[config.mk]
export PLATFORM = sky130hd
export DESIGN_NAME = vga_timing
export DESIGN_NICKNAME = d
export VERILOG_FILES = /design/src/hdl/vga_pkg.sv /design/src/hdl/vga_timing.sv
export SDC_FILE = /design/constraint.sdc
export NUM_CORES = 1
export LEC_CHECK = 0
export BUFFER_PORTS_ARGS = -buffer_cell sky130_fd_sc_hd__buf_2
export CAP_MARGIN = 20
export CORE_UTILIZATION = 30
export DETAILED_ROUTE_END_ITERATION = 12
export GPL_ROUTABILITY_DRIVEN = 1
export SLEW_MARGIN = 20
export SYNTH_ARGS = -nofsm -noshare
export SYNTH_HDL_FRONTEND = slang
export SYNTH_SLANG_ARGS = --single-unit
[constraint.sdc]
create_clock -name clk -period 3.2 [get_ports clk]
set_input_delay 0.16 -clock clk [delete_from_list [all_inputs] [get_ports clk]]
set_output_delay 0.16 -clock clk [all_outputs]
set_load 0.05 [all_outputs]
[src/hdl/vga_pkg.sv]
`default_nettype none

package vga_pkg;

  // 800x600 at 60 Hz, 40 MHz pixel clock.
  localparam int H_ACTIVE = 800;
  localparam int H_FP     = 40;
  localparam int H_SYNC   = 128;
  localparam int H_TOTAL  = 1056;

  localparam int V_ACTIVE = 600;
  localparam int V_FP     = 1;
  localparam int V_SYNC   = 4;
  localparam int V_TOTAL  = 628;

  // wide enough for the longer of the two counts.
  localparam int CNT_W = $clog2(H_TOTAL);

  // 4 bits per channel.
  localparam int RGB_W = 12;

  localparam logic [RGB_W-1:0] BLANK_RGB = '0; // black during blanking.

endpackage

`default_nettype wire

[src/hdl/vga_timing.sv]
`timescale 1ns/100ps
`default_nettype none

module vga_timing (
  input  logic                      clk,
  input  logic                      rst_n,
  output logic [vga_pkg::CNT_W-1:0] hcount,
  output logic [vga_pkg::CNT_W-1:0] vcount,
  output logic                      hsync,
  output logic                      vsync,
  output logic                      blank
);

  logic [vga_pkg::CNT_W-1:0] hcount_nxt;
  logic [vga_pkg::CNT_W-1:0] vcount_nxt;
  logic                      h_wrap;
  logic                      v_wrap;

  // decode from the next count so the flags line up with the counters.
  always_comb begin
    h_wrap     = (int'(hcount) == vga_pkg::H_TOTAL - 1);
    v_wrap     = (int'(vcount) == vga_pkg::V_TOTAL - 1);
    hcount_nxt = h_wrap ? '0 : hcount + 1'b1;
    vcount_nxt = vcount;
    if (h_wrap) begin
      vcount_nxt = v_wrap ? '0 : vcount + 1'b1; // new line.
    end
  end

  always_ff @(posedge clk or negedge rst_n) begin
    if (!rst_n) begin
      hcount <= '0;
      vcount <= '0;
      hsync  <= 1'b0;
      vsync  <= 1'b0;
      blank  <= 1'b0;
    end else begin
      hcount <= hcount_nxt;
      vcount <= vcount_nxt;
      hsync  <= (int'(hcount_nxt) >= vga_pkg::H_ACTIVE + vga_pkg::H_FP) &&
                (int'(hcount_nxt) <  vga_pkg::H_ACTIVE + vga_pkg::H_FP + vga_pkg::H_SYNC);
      vsync  <= (int'(vcount_nxt) >= vga_pkg::V_ACTIVE + vga_pkg::V_FP) &&
                (int'(vcount_nxt) <  vga_pkg::V_ACTIVE + vga_pkg::V_FP + vga_pkg::V_SYNC);
      blank  <= (int'(hcount_nxt) >= vga_pkg::H_ACTIVE) ||
                (int'(vcount_nxt) >= vga_pkg::V_ACTIVE);
    end
  end

  // counters never leave the frame.
  a_cnt_range: assert property (
    @(posedge clk) disable iff (!rst_n)
    (int'(hcount) < vga_pkg::H_TOTAL) && (int'(vcount) < vga_pkg::V_TOTAL)
  ) else $error("vga_timing: counter out of range h=%0d v=%0d", hcount, vcount);

endmodule

`default_nettype wire

======== Yosys cells after proc, flatten, opt, wreduce, memory -nomap -nowiden ========
Cells that the tools add are included.
Widths: inputs -> output; s select.
storage, ports and cells
  bits in read-only memories .............. 0
  register bits ........................... 25
  RAM bits ................................ 0
  latch bits .............................. 0
  memories kept ........................... 0
operators by class
  order comparisons ....................... 6
  bitwise logic cells ..................... 0
  shift operators ......................... 0
  div/mod/pow operators ................... 0
  equal/unequal tests ..................... 2
  muxes and demuxes ....................... 3
  reductions and logical operators ........ 3
  multiply operators ...................... 0
  add/subtract/negate cells ............... 2
operators with widths
  cell                   number
  $ge 11x10->1 const B   4
  $mux 11                3
  $add 11x1->11 const B  2
  $eq 11x11->1 const B   2
  $lt 11x10->1 const B   2
  $logic_and 1x1->1      2
  $logic_or 1x1->1       1

======== Depth between registers and ports, before layout ========
  depth after elaboration ................. 5
  mapped depth ............................ 10

======== Least setup slack after synthesis ========
Ideal clock, no wire load.
  path kind ............................... reg2reg
  start ................................... register hcount[0] in the netlist's numbering
  end ..................................... register blank
  setup time .............................. 0.090 ns
  period minus slack after synthesis ...... 2.384 ns
  arrival ................................. 2.295 ns
  setup slack ............................. 0.816 ns
  cell stages (with the launch flop) ...... 9
  data required time ...................... 3.110 ns
  path through ............................ dfrtp_1 > ha_1 > and4_1 > buf_2 > and4_2 > nand2_1 > xor2_1 > or4b_1 > o2111ai_1
between the ends
  longest elaborated chain between the ends .. 4
  elaborated cells between the ends (all ways) .. 7
RTL lines
  item                                           line                                source
  from (decl)                                    vga_timing.sv:7                     output logic [vga_pkg::CNT_W-1:0] hcount,
  from (signal assigned)                         vga_timing.sv:38                    hcount <= hcount_nxt;
  $add 11x1->11 or $eq 11x11->1 (tied branches)  vga_timing.sv:23, vga_timing.sv:21
  $mux 11 (on tied branches)                     vga_timing.sv:23, vga_timing.sv:25
  $ge 11x10->1 (on tied branches)                vga_timing.sv:44, vga_timing.sv:45
  $logic_or 1x1->1 *                             vga_timing.sv:44                    blank <= (int'(hcount_nxt) >= vga_pkg::H_ACTIVE) ||
  to (signal assigned)                           vga_timing.sv:44
  to (decl)                                      vga_timing.sv:11                    output logic blank
Mark *: on every way between the ends. The rest lies on a longest branch, timed or not.

======== Worst setup path in the final report ========
Same ends and word-level chain as after synthesis.

==> summary.md <==
| Metric | Value |
|---|---|
| Failing checks | DRC |
| Fin. Hold Viols | 0 |
| DRT Pass-1 Iters | 10 |
| Total CTS buffers | 3 |
| Tightest Pin Transition | 572 ps |
| GPL Wtd Cong | 0.857 |
| Int Power | 0.000405 W |
| Setup_tns | 0 ps |
| R2R Setup Slk | 760 ps |
| RSZ-0062 raised after global routing | false |
| Register area share after synthesis | 44.3% |
| DRT Wirelength | 3100 um |
| Detail Route Antenna Nets | 0 |
| Clk pwr share | 37.4% |
| Vias | 1196 |
| Ports | 27 |
| Sw Ratio | 21.5% |
| Clock root cell | clkbuf_8 |
| Outcome | finished, violations left |
| Hold Crit Class | in2async |
| Synthesis-to-layout area growth | 15.4% |
| Async S/R FF share, synth | 100% |
| Synth Register Bits | 25 |
| Yosys top cell area share | 44.3% |
| Fmax | 0.410 GHz |
| Reg-to-Reg End | blank |
| Grt ovf | 0 |
| Post-CTS Setup Bufs | 0 |
| Yosys cell types | 41 |
| Die area | 4980 um2 |
| DR vias/cell | 5.34 |
| Initial antenna violation count | 0 |
| Max Fanout on Critical Path | 14 |
| Post-route DRC | 4 |
| Worst-path clk slew | 100 ps |
| DR iter-0 viols | 82 |
| Final hold slack | 404 ps |
| Largest net degree at the start of global routing | 26 |
| Filler cells | 460 |
| Worst r2r path cells | 7 |
| CP Capture Type | flip-flop |
| Max Slew Vio Count | 0 |
| Worst setup SP type | flip-flop |
| Clk sink count | 25 |
| Max-cap violations | 0 |
| Die W | 70.6 um |
| Longest Clk Path Bufs | 2 |
| Critical path required time | 3380 ps |
| Commonest cells post-synth | 25 x dfrtp_1, 15 x nand2_1, 11 x nand3_1 |
| CTS resizes | 0 |
| Post-Syn Area | 1410 um2 |
| Synth Flop Type | dfrtp_1 |
| H-tree levels | 1 |
| Slew HR | 61.8% |
| Final min period | 2440 ps |
| Syn avg cell area | 9.67 um2 |
| Post-DP HPWL | 2270 um |
| WP data arrival | 2620 ps |
| Part of the cycle the worst path needs | 76.3% |
| Diodes inserted | 0 |
| Final setup vio count | 0 |
| Vias in the first global route | 1113 |
| Clock Skew | 9.36 ps |
| Leakage Power | 0.782 nW |
| Layout cells sized above 1 | 22.7% |
| DIE HEIGHT | 70.6 um |
| Final #Nets | 177 |
| Worst-Skew Late Latency | 270 ps |
| CTS tree | built |
| GR Util All Layers | 13.4% |
| Ys Warns | 0 |
| P_sw | 0.000111 W |
| EDFF count, synth | 0 |
| Synth area leaders | dfrtp_1 44%, xnor2_1 5.0%, xor2_1 5.0% |
| Post-Syn Instances | 146 |
| Hold Buf Count CTS | 1 |
| First-pass GRT wire length | 5310 um |
| Port buffer count | 26 |
| Initial Utilization | 31.8% |
| Synth area leader | dfrtp_1 |
| Count leader, synth | dfrtp_1 |
| Syn nets | 150 |
| Num rows | 24 |
| Peak supply drop | 250 uV |
| Drt wl/cell | 13.8 um |
| Core footprint | 4440 um2 |
| Worst R2R Start | hcount[0] |
| PwrDens | 317 nW/um2 |
| Comb power frac | 1.4% |
| Worst setup path class | reg2reg |
| Seq pwr share | 61.1% |
[cell type report]
cell class                 count  area [um2]  share of cell area [%]
sequential                    25         626                    38.4
clock buffer                   3        41.3                    2.53
inverter                       3        11.3                   0.691
tap                           52        65.1                    3.99
multi-input combinational    113         738                    45.3
timing repair buffer          27         140                    8.60
clock inverter                 1        7.51                   0.461
[how the worst max path moves through the flow]
stage | start | endpoint | depth (start not counted)
finish | hcount[0] | blank | 7
global route | hcount[0] | blank | 7
CTS | hcount[0] | blank | 7
detailed placement | hcount[0] | blank | 7
global placement | hcount[0] | blank | 7
floorplan | hcount[0] | blank | 8
[power groups by stage]
stage,Sequential [W],Combinational (W),Clock (W)
after floorplan,0.000322,0.000000000312,0
after global placement,0.000322,0.00000713,0
after detailed placement,0.000322,0.00000715,0
after CTS,0.000316,0.00000801,0.000205
after global routing,0.000316,0.00000896,0.000221
final,0.000316,0.00000739,0.000193
[flip-flops by register name, indices dropped and copies added (netlist names)]
signal / count
hsync: 1
hcount: 11
vsync: 1
blank: 1
vcount: 11
[metrics by stage]
stage | util [%] | total power [W] | area, um2 | std cells | setup WS, ps
6_report | 36.7 | 0.000516 | 1630 | 224 | 760
5_1_grt | 36.7 | 0.000545 | 1630 | 224 | 502
4_1_cts | 36.7 | 0.000529 | 1630 | 224 | 744
3_5_place_dp | 35.3 | 0.000329 | 1570 | 219 | 795
3_3_place_gp | 35.3 | 0.000329 | 1570 | 219 | 841
2_1_floorplan | - | 0.000322 | 1410 | 146 | 816
[cell families (layout without fill, tap and decap cells)]
logic type / count (synthesis) / in the layout / synth area share [%]
AOI/OAI and AO/OA: 26 / 26 / 12.2
xor gates and xnor gates: 16 / 16 / 9.93
and+or+nand+nor: 69 / 69 / 28.4
adders and majority gates: 2 / 2 / 1.77
DFF: 25 / 25 / 44.3
buffers and inverters: 8 / 34 / 3.37
[placed cells by master, fill, tap and decap left out, types with 2 or more instances in the layout]
master and count:
a211o_1 2, a21oi_1 6, a31oi_1 3, and2_1 4, and3_1 6, and3_2 2
and4_2 2, buf_2 26, clkbuf_8 3, dfrtp_1 25, ha_1 2, inv_1 3
nand2_1 15, nand3_1 11, nand4_1 2, nor2_1 10, nor2b_1 2, nor3_1 2
nor3b_1 3, nor4_1 2, o21ai_0 6, xnor2_1 8, xor2_1 8
[worst max-delay path, cell delays in order (launching register included)]
cell       delay [ps]
dfrtp_1           390
ha_1              260
and4_1            330
and3_1            490
nand2_1           150
xor2_1            160
or4b_1            460
o2111ai_1         100
[routing by layer]
metal,routed length (um),part of all wire (%),vias up,global-route usage [%]
met1,1450,47,560,19.0
met3,207,6.7,4,3.85
met2,1410,46,53,20.7
met5,0,0,-,0
li1,-,-,579,-
met4,27,0.87,0,2.44
Note: power is estimated with default switching activity, not from simulation.
